### config.mk
export PLATFORM = sky130hd
export DESIGN_NAME = outpkt_top
export DESIGN_NICKNAME = d
export VERILOG_FILES = /design/src/rtl/outpkt_pkg.sv /design/src/rtl/result_buffer.sv /design/src/rtl/outpkt_type_decode.sv /design/src/rtl/outpkt_formatter.sv /design/src/rtl/outpkt_checksum.sv /design/src/rtl/outpkt_top.sv
export SDC_FILE = /design/constraint.sdc
export NUM_CORES = 1
export LEC_CHECK = 0
export BUFFER_PORTS_ARGS = -buffer_cell sky130_fd_sc_hd__buf_2
export CAP_MARGIN = 30
export CORE_ASPECT_RATIO = 0.7
export CORE_MARGIN = 2
export CORE_UTILIZATION = 55
export DETAILED_ROUTE_END_ITERATION = 12
export PLACE_DENSITY = 0.73
export SLEW_MARGIN = 20
export SYNTH_ARGS = -nofsm -noshare
export SYNTH_HDL_FRONTEND = slang
export SYNTH_SLANG_ARGS = --single-unit
export TNS_END_PERCENT = 1
### constraint.sdc
create_clock -name CLK -period 4.5 [get_ports CLK]
set_clock_uncertainty 0.2 [all_clocks]
set_input_delay 0.45 -clock CLK [delete_from_list [all_inputs] [get_ports CLK]]
set_output_delay 0.45 -clock CLK [all_outputs]
set_load 0.01 [all_outputs]
### src/rtl/outpkt_pkg.sv
package outpkt_pkg;

	// protocol version, sent in the low byte of header word 0
	localparam logic [7:0] PKT_VERSION = 8'h02;
	// fixed header word 1, an arbitrary value that helps the checksum
	localparam logic [15:0] HDR_RESERVED = 16'h35b9;
	localparam int HDR_WORDS = 5;

	// result buffer layout, one 16-bit word per address
	//   0     word id
	//   1     unused
	//   2..3  generator id, low word first
	//   4..11 result
	localparam int BUF_DEPTH = 16;
	localparam int BUF_AW = 4;
	localparam int RESULT_WORDS = 8;
	localparam logic [BUF_AW-1:0] ADDR_WORD_ID = 4'd0;
	localparam logic [BUF_AW-1:0] ADDR_GEN_ID = 4'd2;
	localparam logic [BUF_AW-1:0] ADDR_RESULT = 4'd4;

	// formatter word counter, wide enough for header and result runs
	localparam int FMT_CNT_W = 3;

	// word credits granted by the host link after reset
	localparam int OUT_CREDITS = 4;
	localparam int CREDIT_W = $clog2(OUT_CREDITS + 1);

	typedef enum logic [1:0] {
		PKT_DONE       = 2'd0,
		PKT_RESULT     = 2'd1,
		PKT_CMP_RESULT = 2'd2
	} pkt_type_t;

	// type ids as seen by the host
	localparam logic [7:0] TYPE_ID_DONE       = 8'hd2;
	localparam logic [7:0] TYPE_ID_RESULT     = 8'hd3;
	localparam logic [7:0] TYPE_ID_CMP_RESULT = 8'hd4;

	// body length in bytes, header and checksum excluded
	localparam logic [7:0] RESULT_BYTES   = 8'(2 * RESULT_WORDS);
	localparam logic [7:0] LEN_DONE       = 8'd4;
	localparam logic [7:0] LEN_RESULT     = 8'd6 + RESULT_BYTES;
	localparam logic [7:0] LEN_CMP_RESULT = 8'd8 + RESULT_BYTES;

	typedef struct packed {
		pkt_type_t   pkt_type;
		logic [15:0] pkt_id;
		logic [7:0]  hash_num;
		logic [31:0] num_processed;
	} outpkt_req_t;

	typedef struct packed {
		logic [7:0] type_id;
		logic [7:0] len_bytes;
		logic       has_buffer;
		logic       has_hash_num;
	} pkt_info_t;

	typedef struct packed {
		logic [15:0] data;
		logic        first;
		logic        last;
	} stream_word_t;

	typedef struct packed {
		logic [15:0] data;
		logic        last;
	} host_word_t;

endpackage

### src/rtl/result_buffer.sv
`timescale 1ns/100ps

module result_buffer
	import outpkt_pkg::*;
(
	input  logic              CLK,

	// write side, filled by the hash core
	input  logic              buf_we,
	input  logic [BUF_AW-1:0] buf_addr,
	input  logic [15:0]       buf_wdata,

	// read side, one cycle from address to data
	input  logic [BUF_AW-1:0] rd_addr,
	output logic [15:0]       rd_data
);

	logic [15:0] mem [BUF_DEPTH];

	always_ff @(posedge CLK) begin
		if (buf_we) begin
			mem[buf_addr] <= buf_wdata;
		end
	end

	// registered read, maps onto block or distributed ram with output register
	always_ff @(posedge CLK) begin
		rd_data <= mem[rd_addr];
	end

endmodule

### src/rtl/outpkt_type_decode.sv
`timescale 1ns/100ps

module outpkt_type_decode
	import outpkt_pkg::*;
(
	input  pkt_type_t pkt_type,
	output pkt_info_t info
);

	always_comb begin
		info = '0;
		case (pkt_type)
			PKT_DONE: begin
				info.type_id      = TYPE_ID_DONE;
				info.len_bytes    = LEN_DONE;
				info.has_buffer   = 1'b0;
				info.has_hash_num = 1'b0;
			end
			PKT_RESULT: begin
				info.type_id      = TYPE_ID_RESULT;
				info.len_bytes    = LEN_RESULT;
				info.has_buffer   = 1'b1;
				info.has_hash_num = 1'b0;
			end
			PKT_CMP_RESULT: begin
				info.type_id      = TYPE_ID_CMP_RESULT;
				info.len_bytes    = LEN_CMP_RESULT;
				info.has_buffer   = 1'b1;
				info.has_hash_num = 1'b1;
			end
			// code 3 is not a packet type, leave everything zero
			default: begin
				info = '0;
			end
		endcase
	end

endmodule

### src/rtl/outpkt_formatter.sv
`timescale 1ns/100ps

module outpkt_formatter
	import outpkt_pkg::*;
(
	input  logic              CLK,
	input  logic              rst_n,

	// request from the hash core
	input  logic              req_valid,
	input  outpkt_req_t       req,
	input  pkt_info_t         info,
	output logic              req_done,

	// result buffer read port
	output logic [BUF_AW-1:0] rd_addr,
	input  logic [15:0]       rd_data,

	// word stream to the checksum stage
	output logic              fmt_valid,
	output stream_word_t      fmt_word,
	input  logic              fmt_ready
);

	typedef enum logic [2:0] {
		S_IDLE,
		S_HEADER,
		S_NUM_PROC,
		S_WORD_ID,
		S_GEN_ID,
		S_HASH_NUM,
		S_RESULT
	} state_t;

	state_t                 state;
	state_t                 nxt_state;
	logic [FMT_CNT_W-1:0]   cnt;
	logic [FMT_CNT_W-1:0]   nxt_cnt;
	logic [BUF_AW-1:0]      addr;
	logic [BUF_AW-1:0]      nxt_addr;
	logic                   adv;
	logic                   ld;
	stream_word_t           nxt_word;
	logic [15:0]            hdr_data;

	// output register is free or drains this cycle
	assign adv = !fmt_valid || fmt_ready;

	always_comb begin
		case (cnt)
			FMT_CNT_W'(0): hdr_data = {info.type_id, PKT_VERSION};
			FMT_CNT_W'(1): hdr_data = HDR_RESERVED;
			FMT_CNT_W'(2): hdr_data = {8'h00, info.len_bytes};
			FMT_CNT_W'(4): hdr_data = req.pkt_id;
			default:       hdr_data = 16'h0000;
		endcase
	end

	always_comb begin
		nxt_state = state;
		nxt_cnt   = cnt;
		nxt_addr  = addr;
		ld        = 1'b0;
		nxt_word  = '0;
		if (adv) begin
			case (state)
				S_IDLE: begin
					// wait until the previous request has been retired
					if (req_valid && !req_done && !fmt_valid) begin
						nxt_state = S_HEADER;
						nxt_cnt   = '0;
						nxt_addr  = ADDR_WORD_ID;
					end
				end
				S_HEADER: begin
					ld             = 1'b1;
					nxt_word.data  = hdr_data;
					nxt_word.first = (cnt == FMT_CNT_W'(0));
					if (cnt == FMT_CNT_W'(HDR_WORDS - 1)) begin
						nxt_cnt   = '0;
						nxt_state = info.has_buffer ? S_WORD_ID : S_NUM_PROC;
					end else begin
						nxt_cnt = cnt + 1'b1;
					end
				end
				S_NUM_PROC: begin
					ld = 1'b1;
					if (cnt == FMT_CNT_W'(0)) begin
						nxt_word.data = req.num_processed[15:0];
						nxt_cnt       = cnt + 1'b1;
					end else begin
						nxt_word.data = req.num_processed[31:16];
						nxt_word.last = 1'b1;
						nxt_cnt       = '0;
						nxt_state     = S_IDLE;
					end
				end
				S_WORD_ID: begin
					ld            = 1'b1;
					nxt_word.data = rd_data;
					nxt_addr      = ADDR_GEN_ID;
					nxt_state     = S_GEN_ID;
				end
				S_GEN_ID: begin
					ld            = 1'b1;
					nxt_word.data = rd_data;
					if (cnt == FMT_CNT_W'(0)) begin
						nxt_addr = addr + 1'b1;
						nxt_cnt  = cnt + 1'b1;
					end else begin
						nxt_addr  = ADDR_RESULT;
						nxt_cnt   = '0;
						nxt_state = info.has_hash_num ? S_HASH_NUM : S_RESULT;
					end
				end
				S_HASH_NUM: begin
					// address already sits on the first result word
					ld            = 1'b1;
					nxt_word.data = {8'h00, req.hash_num};
					nxt_state     = S_RESULT;
				end
				S_RESULT: begin
					ld            = 1'b1;
					nxt_word.data = rd_data;
					nxt_addr      = addr + 1'b1;
					if (cnt == FMT_CNT_W'(RESULT_WORDS - 1)) begin
						nxt_word.last = 1'b1;
						nxt_cnt       = '0;
						nxt_state     = S_IDLE;
					end else begin
						nxt_cnt = cnt + 1'b1;
					end
				end
				default: begin
					nxt_state = S_IDLE;
				end
			endcase
		end
	end

	// the buffer registers this address, so its data lines up with the next word
	assign rd_addr = nxt_addr;

	always_ff @(posedge CLK or negedge rst_n) begin
		if (!rst_n) begin
			state     <= S_IDLE;
			cnt       <= '0;
			addr      <= ADDR_WORD_ID;
			fmt_valid <= 1'b0;
			req_done  <= 1'b0;
		end else begin
			state    <= nxt_state;
			cnt      <= nxt_cnt;
			addr     <= nxt_addr;
			req_done <= fmt_valid && fmt_ready && fmt_word.last;
			if (adv) begin
				fmt_valid <= ld;
			end
		end
	end

	always_ff @(posedge CLK) begin
		if (adv && ld) begin
			fmt_word <= nxt_word;
		end
	end

endmodule

### src/rtl/outpkt_checksum.sv
`timescale 1ns/100ps

module outpkt_checksum
	import outpkt_pkg::*;
(
	input  logic         CLK,
	input  logic         rst_n,

	// word stream from the formatter
	input  logic         fmt_valid,
	input  stream_word_t fmt_word,
	output logic         fmt_ready,

	// host link, credit based
	input  logic         credit_return,
	output logic         out_valid,
	output host_word_t   out_word
);

	typedef enum logic [1:0] {
		PH_DATA,
		PH_CSUM_LO,
		PH_CSUM_HI
	} phase_t;

	phase_t              phase;
	logic [CREDIT_W-1:0] credit_cnt;
	logic                obuf_full;
	host_word_t          obuf;
	logic [31:0]         sum;
	logic                take;
	logic                wr_data;
	logic                wr_lo;
	logic                wr_hi;

	// a word leaves only while a credit is available
	assign out_valid = obuf_full && (credit_cnt != '0);
	assign out_word  = obuf;

	// output register can be loaded this cycle
	assign take      = !obuf_full || out_valid;
	assign fmt_ready = take && (phase == PH_DATA);

	assign wr_data = fmt_valid && fmt_ready;
	assign wr_lo   = take && (phase == PH_CSUM_LO);
	assign wr_hi   = take && (phase == PH_CSUM_HI);

	always_ff @(posedge CLK or negedge rst_n) begin
		if (!rst_n) begin
			phase      <= PH_DATA;
			obuf_full  <= 1'b0;
			credit_cnt <= CREDIT_W'(OUT_CREDITS);
		end else begin
			credit_cnt <= credit_cnt - CREDIT_W'(out_valid) + CREDIT_W'(credit_return);
			if (wr_data || wr_lo || wr_hi) begin
				obuf_full <= 1'b1;
			end else if (out_valid) begin
				obuf_full <= 1'b0;
			end
			if (wr_data && fmt_word.last) begin
				phase <= PH_CSUM_LO;
			end else if (wr_lo) begin
				phase <= PH_CSUM_HI;
			end else if (wr_hi) begin
				phase <= PH_DATA;
			end
		end
	end

	always_ff @(posedge CLK) begin
		if (wr_data) begin
			obuf.data <= fmt_word.data;
			obuf.last <= 1'b0;
			// a first word starts a new packet sum
			if (fmt_word.first) begin
				sum <= {16'h0000, fmt_word.data};
			end else begin
				sum <= sum + {16'h0000, fmt_word.data};
			end
		end else if (wr_lo) begin
			obuf.data <= ~sum[15:0];
			obuf.last <= 1'b0;
		end else if (wr_hi) begin
			obuf.data <= ~sum[31:16];
			obuf.last <= 1'b1;
		end
	end

endmodule

### src/rtl/outpkt_top.sv
`timescale 1ns/100ps

module outpkt_top
	import outpkt_pkg::*;
(
	input  logic              CLK,
	input  logic              rst_n,

	// result buffer fill from the hash core
	input  logic              buf_we,
	input  logic [BUF_AW-1:0] buf_addr,
	input  logic [15:0]       buf_wdata,

	// packet request
	input  logic              req_valid,
	input  outpkt_req_t       req,
	output logic              req_done,

	// host link
	input  logic              credit_return,
	output logic              out_valid,
	output host_word_t        out_word
);

	logic [BUF_AW-1:0] rd_addr;
	logic [15:0]       rd_data;
	pkt_info_t         info;
	logic              fmt_valid;
	stream_word_t      fmt_word;
	logic              fmt_ready;

	result_buffer u_buffer (
		.CLK       (CLK),
		.buf_we    (buf_we),
		.buf_addr  (buf_addr),
		.buf_wdata (buf_wdata),
		.rd_addr   (rd_addr),
		.rd_data   (rd_data)
	);

	outpkt_type_decode u_decode (
		.pkt_type (req.pkt_type),
		.info     (info)
	);

	outpkt_formatter u_formatter (
		.CLK       (CLK),
		.rst_n     (rst_n),
		.req_valid (req_valid),
		.req       (req),
		.info      (info),
		.req_done  (req_done),
		.rd_addr   (rd_addr),
		.rd_data   (rd_data),
		.fmt_valid (fmt_valid),
		.fmt_word  (fmt_word),
		.fmt_ready (fmt_ready)
	);

	outpkt_checksum u_checksum (
		.CLK           (CLK),
		.rst_n         (rst_n),
		.fmt_valid     (fmt_valid),
		.fmt_word      (fmt_word),
		.fmt_ready     (fmt_ready),
		.credit_return (credit_return),
		.out_valid     (out_valid),
		.out_word      (out_word)
	);

endmodule

# --- Yosys cells after proc, flatten, opt, wreduce, memory -nomap -nowiden ---
# Memory sizes are Yosys's and may differ from the RTL's. A register that Yosys moved wholly into a read port is not among the register bits.
# Cells that the tools add are included.
classes:
  addsub: 5
  eq_ne: 19
  muxes: 37
  bitwise: 2
  n_reduce_logical: 32
ops:
  columns: ["op", "count"]
  rows:
  - ["$pmux W16 S4", 2]
  - ["$pmux W18 S3", 1]
  - ["$mux W17", 3]
  - ["$add A32 B16 Y32", 1]
  - ["$mux W16", 2]
  - ["$not A16 Y16", 2]
  - ["$mux W3", 9]
  - ["$pmux W3 S7", 1]
  - ["$pmux W4 S4", 1]
  - ["$eq A3 B3 Y1 const B", 5]
  - ["$mux W4", 3]
  - ["$pmux W3 S4", 1]
  - ["$eq A3 B2 Y1 const B", 3]
  - ["$logic_and A1 B1 Y1", 9]
  - ["$mux W1", 9]
  - ["$reduce_bool A3 Y1", 3]
  - ["$mux W2", 4]
  - ["$eq A3 B1 Y1 const B", 2]
  - ["$logic_not A3 Y1", 2]
  - ["$ne A2 B1 Y1 const B", 3]
  - ["$reduce_and A6 Y1", 1]
  - ["$reduce_or A6 Y1", 1]
  - ["$add A4 B1 Y4 const B", 1]
  - ["$eq A2 B1 Y1 const B", 2]
  - ["other kinds (15)", 24]
totals:
  reg_bits: 85
  ram_bits: 256
  in_bits: 83
  out_inout_bits: 19
  mem_count: 1
mem_list:
  columns: ["name", "words", "width", "read_ports", "rd_ports_with_merged_regs", "wr", "line", "text"]
  rows:
  - ["u_buffer.mem", 16, 16, 1, 1, 1, "result_buffer.sv:18", "logic [15:0] mem [BUF_DEPTH];"]

# --- Depth between registers and ports, before layout ---
# Gate-level depths: netlist (run 1).
logic_depth:
  depth_word: 8
  mapped_depth: 13
  ltp_nobuf: 10

# --- Modules after synthesis ---
# From an unflattened synthesis (run 1), not the netlist that was laid out.
unflattened:
  hier_cells: 1034
  hier_area_um2: 15900.2
by_module_without_submodules:
  columns: ["module", "instances", "cells_per_inst", "area_per_inst_um2", "seq_area_each_um2"]
  rows:
  - ["result_buffer", 1, 432, 10042.1, 8007.7]
  - ["outpkt_checksum", 1, 341, 3472.1, 1612.8]
  - ["outpkt_formatter", 1, 238, 2200.9, 840.8]
  - ["outpkt_type_decode", 1, 23, 185.2, 0.0]

# --- Worst setup path after synthesis (run 1) ---
# No wires, ideal clock.
synth_path:
  path_kind: "reg2reg"
  start: "register u_checksum.credit_cnt[2]"
  end: "register u_checksum.obuf, in the netlist u_checksum.out_word[10], enable pin"
  t_arrival_ns: 2.891
  required_ns: 3.924
  slack_ns: 1.033
  stages_incl_launch_ff: 7
  cell_sequence: "dfstp_2 -> or4b_1 -> buf_2 -> and3_1 -> clkbuf_1 -> clkbuf_1 -> nand3b_1"
synth_between:
  elab_chain_cells: 6
  elab_cells_between_ends: 8
synth_lines:
  columns: ["item", "line", "text"]
  rows:
  - ["start, declared", "outpkt_checksum.sv:27", "logic [CREDIT_W-1:0] credit_cnt;"]
  - ["start signal, assigned", "outpkt_checksum.sv:52", "credit_cnt <= CREDIT_W'(OUT_CREDITS);"]
  - ["start signal, assigned", "outpkt_checksum.sv:54", "credit_cnt <= credit_cnt - CREDIT_W'(out_valid) + CREDIT_W'(credit_return);"]
  - ["$reduce_bool A3 Y1", "outpkt_checksum.sv:37", "assign out_valid = obuf_full && (credit_cnt != '0);"]
  - ["$logic_and A1 B1 Y1", "outpkt_checksum.sv:37", null]
  - ["$logic_or A1 B1 Y1", "outpkt_checksum.sv:41", "assign take = !obuf_full || out_valid;"]
  - ["$logic_and A1 B1 Y1", "outpkt_checksum.sv:42", "assign fmt_ready = take && (phase == PH_DATA);"]
  - ["$logic_and A1 B1 Y1", "outpkt_checksum.sv:44", "assign wr_data = fmt_valid && fmt_ready;"]
  - ["via u_checksum.wr_data", "outpkt_checksum.sv:32", "logic wr_data;"]
  - ["$reduce_bool A3 Y1 (no line)", null, null]
  - ["end, declared", "outpkt_checksum.sv:29", "host_word_t obuf;"]
# The timed path passes the listed nets, and every way through them passes these cells.
# A chain may end at the register's enable or synchronous reset.

# --- Worst setup path after layout (run 1) ---
layout_path:
  start: "register u_formatter.cnt[0]"
  end: "register u_buffer.rd_data[15], read port of u_buffer.mem"
layout_between:
  elab_chain_cells: 4
layout_lines:
  columns: ["item", "line", "text"]
  rows:
  - ["start, declared", "outpkt_formatter.sv:37", "logic [FMT_CNT_W-1:0] cnt;"]
  - ["start signal, assigned", "outpkt_formatter.sv:153", "cnt <= nxt_cnt;"]
  - ["$logic_not A3 Y1", "outpkt_formatter.sv:107", "if (cnt == FMT_CNT_W'(0)) begin"]
  - ["$mux W4", "outpkt_formatter.sv:107", null]
  - ["$pmux W4 S4", "outpkt_formatter.sv:66", "case (state)"]
  - ["$mux W4", "outpkt_formatter.sv:65", "if (adv) begin"]
  - ["end, declared", "result_buffer.sv:15", "output logic [15:0] rd_data"]
# No other way between the ends.

==> key figures, run 1 <==
Power and ir drop
  • PwrDens: around 760 mW/mm2
  • Leak: 6.57 nW
  • Max IR drop VDD: around 0.67 mV

Clocking
  • Longest Clk Path Bufs: 3
  • Clock Latency Late Sink: 0.53 ns
  • H-tree Lvls: 2
  • CTS tree: built
  • Post-CTS Setup Inserts: 0
  • Root buf cell: clkbuf_16
  • Sink Count: 357
  • Post-CTS sizing: 0
  • Worst-path clk slew: around 0.070 ns
  • CTS buffer count: 35
  • Hold-fix buffers, CTS: 2

Detailed routing
  • Routed vias/inst: around 6.4
  • Drc violations: 0
  • Wire length per cell: between 20 and 25 um
  • Detailed-route wire length: about 41000 um
  • Drt initial violations: 1199
  • First-pass DRT Iterations: 5
  • Post-route ant nets: 0
  • Vias: approximately 11k

Die
  • Die X: slightly above 200 um
  • Row count: just over 50
  • Starting Density: between 50% and 60%
  • Die Ht: approximately 150 um
  • Core area: about 0.028 mm2
  • Die area: slightly above 0.03 mm2
  • I/O Pins: between 100 and 150

STA
  • Slew @ Worst Pin: approximately 1 ns
  • Final period util: between 80% and 90%
  • TNS Setup: 0 ns
  • F_max: ~0.26 GHz
  • Pins Over Slew Limit: 0
  • Final hold vios: 0
  • Clock period minus worst slack: approximately 3.8 ns
  • Setup violations, final: 0
  • Slew HR: about a third
  • RSZ-0062 raised after global routing: no

Worst setup path
  • CP Capture Type: register
  • CP startpoint kind: register
  • WS Path Type: register to register
  • R2R Path Start: u_formatter.cnt[0]
  • Crit. Startpoint: u_formatter.cnt[0]
  • Max FO, Critical Path: 24
  • Crit path DAT: between 4 and 5 ns
  • WP data required: approximately 4.7 ns

Finish
  • Non-filler cells in the finished layout: between 1.5k and 2k
  • Multi-input logic area: 0.00503 mm2
  • Storage cell area: between 0.01 and 0.015 mm2
  • Synthesis-to-layout area growth: 14.3%
  • Antenna diode count: 0
  • Fillers: 2074
  • Fin nets: 1404
  • Share of layout cells above drive strength 1: ~18%

GRT
  • Antenna violations before repair: 2
  • Vias in the first global route: around 10k
  • GR met1 Demand/Resource: approximately two fifths
  • First-pass GRT wire length: 61300 um
  • Largest net degree at the start of global routing: slightly above 50
  • Layer with the highest usage: met1
  • M3 GR Usage: under 10%
  • Tot GR Track Use: about a quarter
  • Grt ovf: 0
  • Met2 usage: around 39%

Synthesis
  • Synth top area cells: edfxtp_1 61%, mux2i_1 4.0%, a2111oi_0 3.5%
  • Mapped cell area: approximately 0.016 mm2
  • Top FF cell, synth: edfxtp_1
  • YS warnings: 0
  • Number of synthesized flops with an enable pin: around 320
  • Syn Area/Cell: 13.4 um2
  • Top cell type's share of synthesized area: between 60% and 70%
  • Net count after synthesis: around 1.3k
  • Synth cell types: between 60 and 70
  • Register area share after synthesis: approximately 66%
  • Synth area leader: edfxtp_1
  • Gate count after technology mapping: about 1.2k
  • #FFs+latches synth: between 300 and 400
  • FFs w/ async S/R, synth: 5.04%

Hold path
  • Hold path start: buf_wdata[10]
  • Worst min path class: primary input to register

Place
  • Final GP Congestion: 0.943
  • Final HPWL DP: around 26000 um
  • Placed Cells: 1621
  • Number of port buffers: between 100 and 150

Run status
  • Status: completed

Job
  • Max Cap Violations: 0
metrics by stage:
stage | setup slack (ns) | power (mW) | hold WS, ns | utilization [%] | cell area, um2
3_5_place_dp | 0.770 | 10.7 | 0.221 | 60.2 | 16900
4_1_cts | 0.742 | 13.8 | 0.0810 | 64.5 | 18100
5_1_grt | 0.449 | 14.6 | 0.102 | 64.6 | 18100
3_3_place_gp | 0.898 | 10.5 | 0.214 | 60.0 | 16800
6_report | 0.693 | 13.8 | 0.102 | 64.6 | 18100
2_1_floorplan | 1.03 | 8.84 | -0.0456 | - | 15900
metal layers:
metal	wire [um]	share of wire, %
met5	0	0
met4	697	1.7
met1	17900	44
met3	4070	10
met2	18100	44
state kept, by name, indices dropped and copies added, names as in the netlist:
signal	flops
u_formatter.addr	4
u_buffer.rd_data	16
u_checksum.obuf_full	1
u_formatter.cnt	3
u_formatter.fmt_valid	1
u_formatter.req_done	1
u_checksum.credit_cnt	3
u_checksum.phase	2
u_checksum.out_word	17
u_formatter.fmt_word	18
u_formatter.state	3
u_buffer.mem	256
u_checksum.sum	32
cell usage after synthesis, drive strengths merged, types with 5 or more instances:
master	count
edfxtp	322
nand2	106
a21oi	65
a2111oi	64
mux2i	64
and3	56
nor2	48
clkbuf	47
o21ai	37
buf	32
ha	28
inv	26
a221oi	24
a211o	18
nand3	18
o22ai	18
dfrtp	17
dfxtp	17
o221ai	16
xor2	14
a22oi	13
xnor2	12
a21o	9
and2	9
nor3	9
o31ai	9
a31oi	8
or3	8
nand2b	7
a211oi	6
mux2	5
nand3b	5
nor2b	5
or4	5
where the power goes:
part	leakage, nW	internal (mW)	switching [mW]
Clock	0.571	1.80	1.25
Combinational	2.66	2.12	3.68
Sequential	3.35	4.45	0.546
Total	6.57	8.38	5.47
cell families after synthesis:
logic type / Yosys count / share of synthesized area [%]
muxes: 69 / 4.39
buffers and inverters: 105 / 2.85
AOI/OAI and AO/OA: 307 / 13.9
xor gates and xnor gates: 26 / 1.43
adders and majority gates: 30 / 2.46
DFF: 357 / 65.9
and+or+nand+nor: 291 / 9.02
cell usage in the layout, fill, tap and decap left out, types with 28 or more instances in the layout:
cell type	count
edfxtp_1	322
a2111oi_0	63
ha_1	28
mux2i_1	64
clkbuf_16	37
a21oi_1	64
buf_4	39
nand2_1	105
nor2_1	41
o21ai_0	37
and3_1	55
buf_2	101
final timing paths:
kind / endpoint / slack [ns] / cells after the start
max: u_buffer.rd_data[15] / 0.69 / 12
min: u_buffer.mem[11][10] / 0.10 / 1
max reg2reg: u_buffer.rd_data[15] / 0.69 / 12
min reg2reg: u_formatter.req_done / 0.27 / 1
max in group asynchronous: u_checksum.credit_cnt[2] / 3.51 / 2
min in group asynchronous: u_formatter.state[0] / 0.23 / 2
worst max-delay path, cell delays in order (launching register included):
cell,delay [ns]
dfrtp_1,0.41
inv_1,0.12
ha_1,0.42
nor2b_1,0.23
buf_4,0.18
o21ai_0,0.09
nand2_1,0.10
and2_1,0.21
clkinv_2,0.38
buf_4,0.41
a2111oi_0,0.47
a2111oi_0,0.14
a211o_1,0.31
layout make-up:
| cell class | count | area share [%] |
|---|---|---|
| flip-flops and latches | 357 | 57.7 |
| multi-input cells | 723 | 27.7 |
| clock buffers | 45 | 5.27 |
| repair buffers | 148 | 4.97 |
| well taps | 371 | 2.56 |
| clock inverters | 17 | 1.27 |
| inverters | 26 | 0.545 |
Power figures use the tool's default switching activity.
==> run 2, diff against run 1 <==
==> constraint.sdc (replaced) <==
create_clock -name CLK -period 3.8 [get_ports CLK]
set_clock_uncertainty 0.2 [all_clocks]
set_input_delay 0.38 -clock CLK [delete_from_list [all_inputs] [get_ports CLK]]
set_output_delay 0.38 -clock CLK [all_outputs]
set_load 0.01 [all_outputs]
==> key figures, run 2 (synthesized netlist as in run 1, its figures left out) <==
Clocking
  • H-tree Lvls: 2
  • Longest Clk Path Bufs: 3
  • Sink Count: approximately 360
  • Root buf cell: clkbuf_16
  • Clock Latency Late Sink: 0.53 ns
  • Worst-path clk slew: about 0.06 ns
  • CTS buffer count: 35
  • CTS tree: built
  • Post-CTS sizing: 0

Place
  • Dpl ws: roughly 0.32 ns
  • Placed Cells: approximately 1.6k
  • Final GP Congestion: between 0.9 and 1
  • Number of port buffers: 101
  • Final HPWL DP: 26200 um

Die
  • Core area: 0.0281 mm2
  • Die Ht: 146 um
  • Starting Density: around 57%
  • Die X: about 210 um
  • Die area: approximately 0.03 mm2
  • I/O Pins: 102
  • Row count: ~50

Detailed routing
  • First-pass DRT Iterations: 5
  • Drc violations: 0
  • M1 WL: approximately 18000 um
  • Wire length per cell: around 25 um
  • Routed met3 length: 4090 um
  • Routed vias/inst: around 6.5
  • Routed wl met2: 18300 um
  • Detailed-route wire length: slightly above 40000 um
  • Post-route ant nets: 0
  • Top routing layer in use: met5
  • Vias: about 11k
  • Drt initial violations: around 1.4k

GRT
  • Tot GR Track Use: between 20% and 30%
  • First-pass GRT wire length: 62300 um
  • Vias in the first global route: approximately 11k
  • Antenna violations before repair: 2
  • Grt ovf: 0
  • Largest net degree at the start of global routing: 52

Finish
  • Synthesis-to-layout area growth: 14.6%
  • Antenna diode count: 0
  • Biggest regs: u_buffer.mem: 256 flops, u_checksum.sum: 32 flops, u_formatter.fmt_word: 18 flops
  • Commonest cells after routing, fill and taps aside: 322 x edfxtp_1, 105 x nand2_1, 101 x buf_2
  • Fin nets: 1401
  • Commonest non-fill, non-tap cell in the layout: edfxtp_1
  • Number of flip-flops in the largest register: approximately 260
  • Share of layout cells above drive strength 1: between 15 and 20%
  • Largest Register: u_buffer.mem
  • Non-filler cells in the finished layout: about 1.7k

Worst setup path
  • Crit path DAT: around 3.7 ns
  • WP data required: roughly 4.0 ns
  • CP startpoint kind: register
  • R2R Path Start: u_checksum.credit_cnt[1]
  • Worst r2r dst: u_buffer.rd_data[11]
  • WS Path Type: register to register
  • CP endpoint: u_buffer.rd_data[11]
  • Crit. Startpoint: u_checksum.credit_cnt[1]
  • CP Capture Type: register
  • Worst Reg-to-Reg Cells: 9
  • Worst reg-to-reg setup slack: 0.35 ns
  • Max FO, Critical Path: 30

Power and ir drop
  • Comb power frac: 41.6%
  • P_int: between 10 and 15 mW
  • Flop pwr share: about 36%
  • Switch share: about two fifths
  • Leak: roughly 6.6 nW
  • PwrDens: between 900 and 1000 mW/mm2
  • Max IR drop VDD: 0.516 mV
  • Sw Pwr: ~6.4 mW
  • Clk pwr share: between 20 and 25%

STA
  • F_max: a little under 0.3 GHz
  • Slew HR: around a third
  • Final period util: ~90%
  • TNS Setup: 0 ns
  • Slew @ Worst Pin: 0.999 ns
  • Crit path setup slack, layout: between 0.3 and 0.4 ns
  • Final hold vios: 0
  • Clock period minus worst slack: 3.45 ns
  • Setup violations, final: 0
  • RSZ-0062 raised after global routing: no
  • Pins Over Slew Limit: 0

Hold path
  • Worst min path class: primary input to register

Run status
  • Status: completed

Job
  • Max Cap Violations: 0
[run 2: cell count changes in the layout (fill, tap and decap cells not counted)]
| cell | change |
|---|---|
| clkinvlp_4 | -3 |
| buf_4 | -3 |
| buf_6 | -3 |
| clkinv_2 | +1 |
| clkbuf_8 | +8 |
| nor2_2 | +3 |
| clkinv_1 | -2 |
| clkbuf_16 | -1 |
| buf_8 | -2 |
| clkbuf_1 | -1 |
| nor2_4 | -3 |
| buf_12 | +5 |
[run 2: what timing repair did]
item                      4_1_cts  5_1_grt
buffers inserted                0        0
hold endpoints to repair       19        0
hold buffers                    2        0
[run 2: final cells by class]
type                            instances  area, um2
Multi-Input combinational cell        723       5010
Sequential cell                       357      10500
Clock buffer                           51       1040
Clock inverter                         13        205
Timing Repair Buffer                  145        916
Tap cell                              371        464
Fill cell                            2082       9880
Inverter                               26       98.8
[run 2: power by group through the flow]
stage	Sequential [mW]	Combinational [mW]	Clock [mW]
floorplan	5.68	4.80	0
global placement	5.95	6.57	0
detailed placement	5.96	6.74	0
CTS	5.90	6.79	3.77
global route	5.98	7.48	3.92
finish	5.93	6.86	3.73
[run 2: critical path, stage by stage, from the launching register on]
cell	delay, ns
dfrtp_1	0.42
or4b_1	0.70
a31o_1	0.29
nand2_1	0.09
and2_1	0.27
clkinv_2	0.14
buf_4	0.29
a2111oi_0	0.47
a2111oi_0	0.15
a211o_1	0.31
[run 2: through the flow]
stage               hold WS [ns]  power [mW]  util, %  instance area [um2]
detailed placement         0.155        12.7     60.3                16900
global placement           0.148        12.5     60.3                16900
finish                    0.0283        16.5     64.8                18200
CTS                      0.00117        16.5     64.8                18200
global route              0.0234        17.4     64.8                18200
floorplan                 -0.116        10.5        -                15900
[run 2: worst min-delay path by stage]
| stage | start | endpoint | slack (ns) | cells past startpoint |
|---|---|---|---|---|
| after global routing | buf_wdata[13] | u_buffer.mem[9][13] | 0.02 | 1 |
| after global placement | rst_n | u_formatter.addr[3] | 0.15 | 1 |
| after floorplan | rst_n | u_checksum.credit_cnt[0] | -0.12 | 0 |
| after CTS | buf_wdata[13] | u_buffer.mem[5][13] | 0.001 | 1 |
| after detailed placement | rst_n | u_formatter.addr[3] | 0.16 | 1 |
| final | buf_wdata[13] | u_buffer.mem[15][13] | 0.03 | 1 |
[run 2: metal layers]
| metal | track usage [%] | vias up |
|---|---|---|
| li1 | - | 4874 |
| met1 | 40.4 | 5448 |
| met2 | 40.2 | 526 |
| met3 | 5.96 | 82 |
| met4 | 7.46 | 2 |
| met5 | 0 | - |
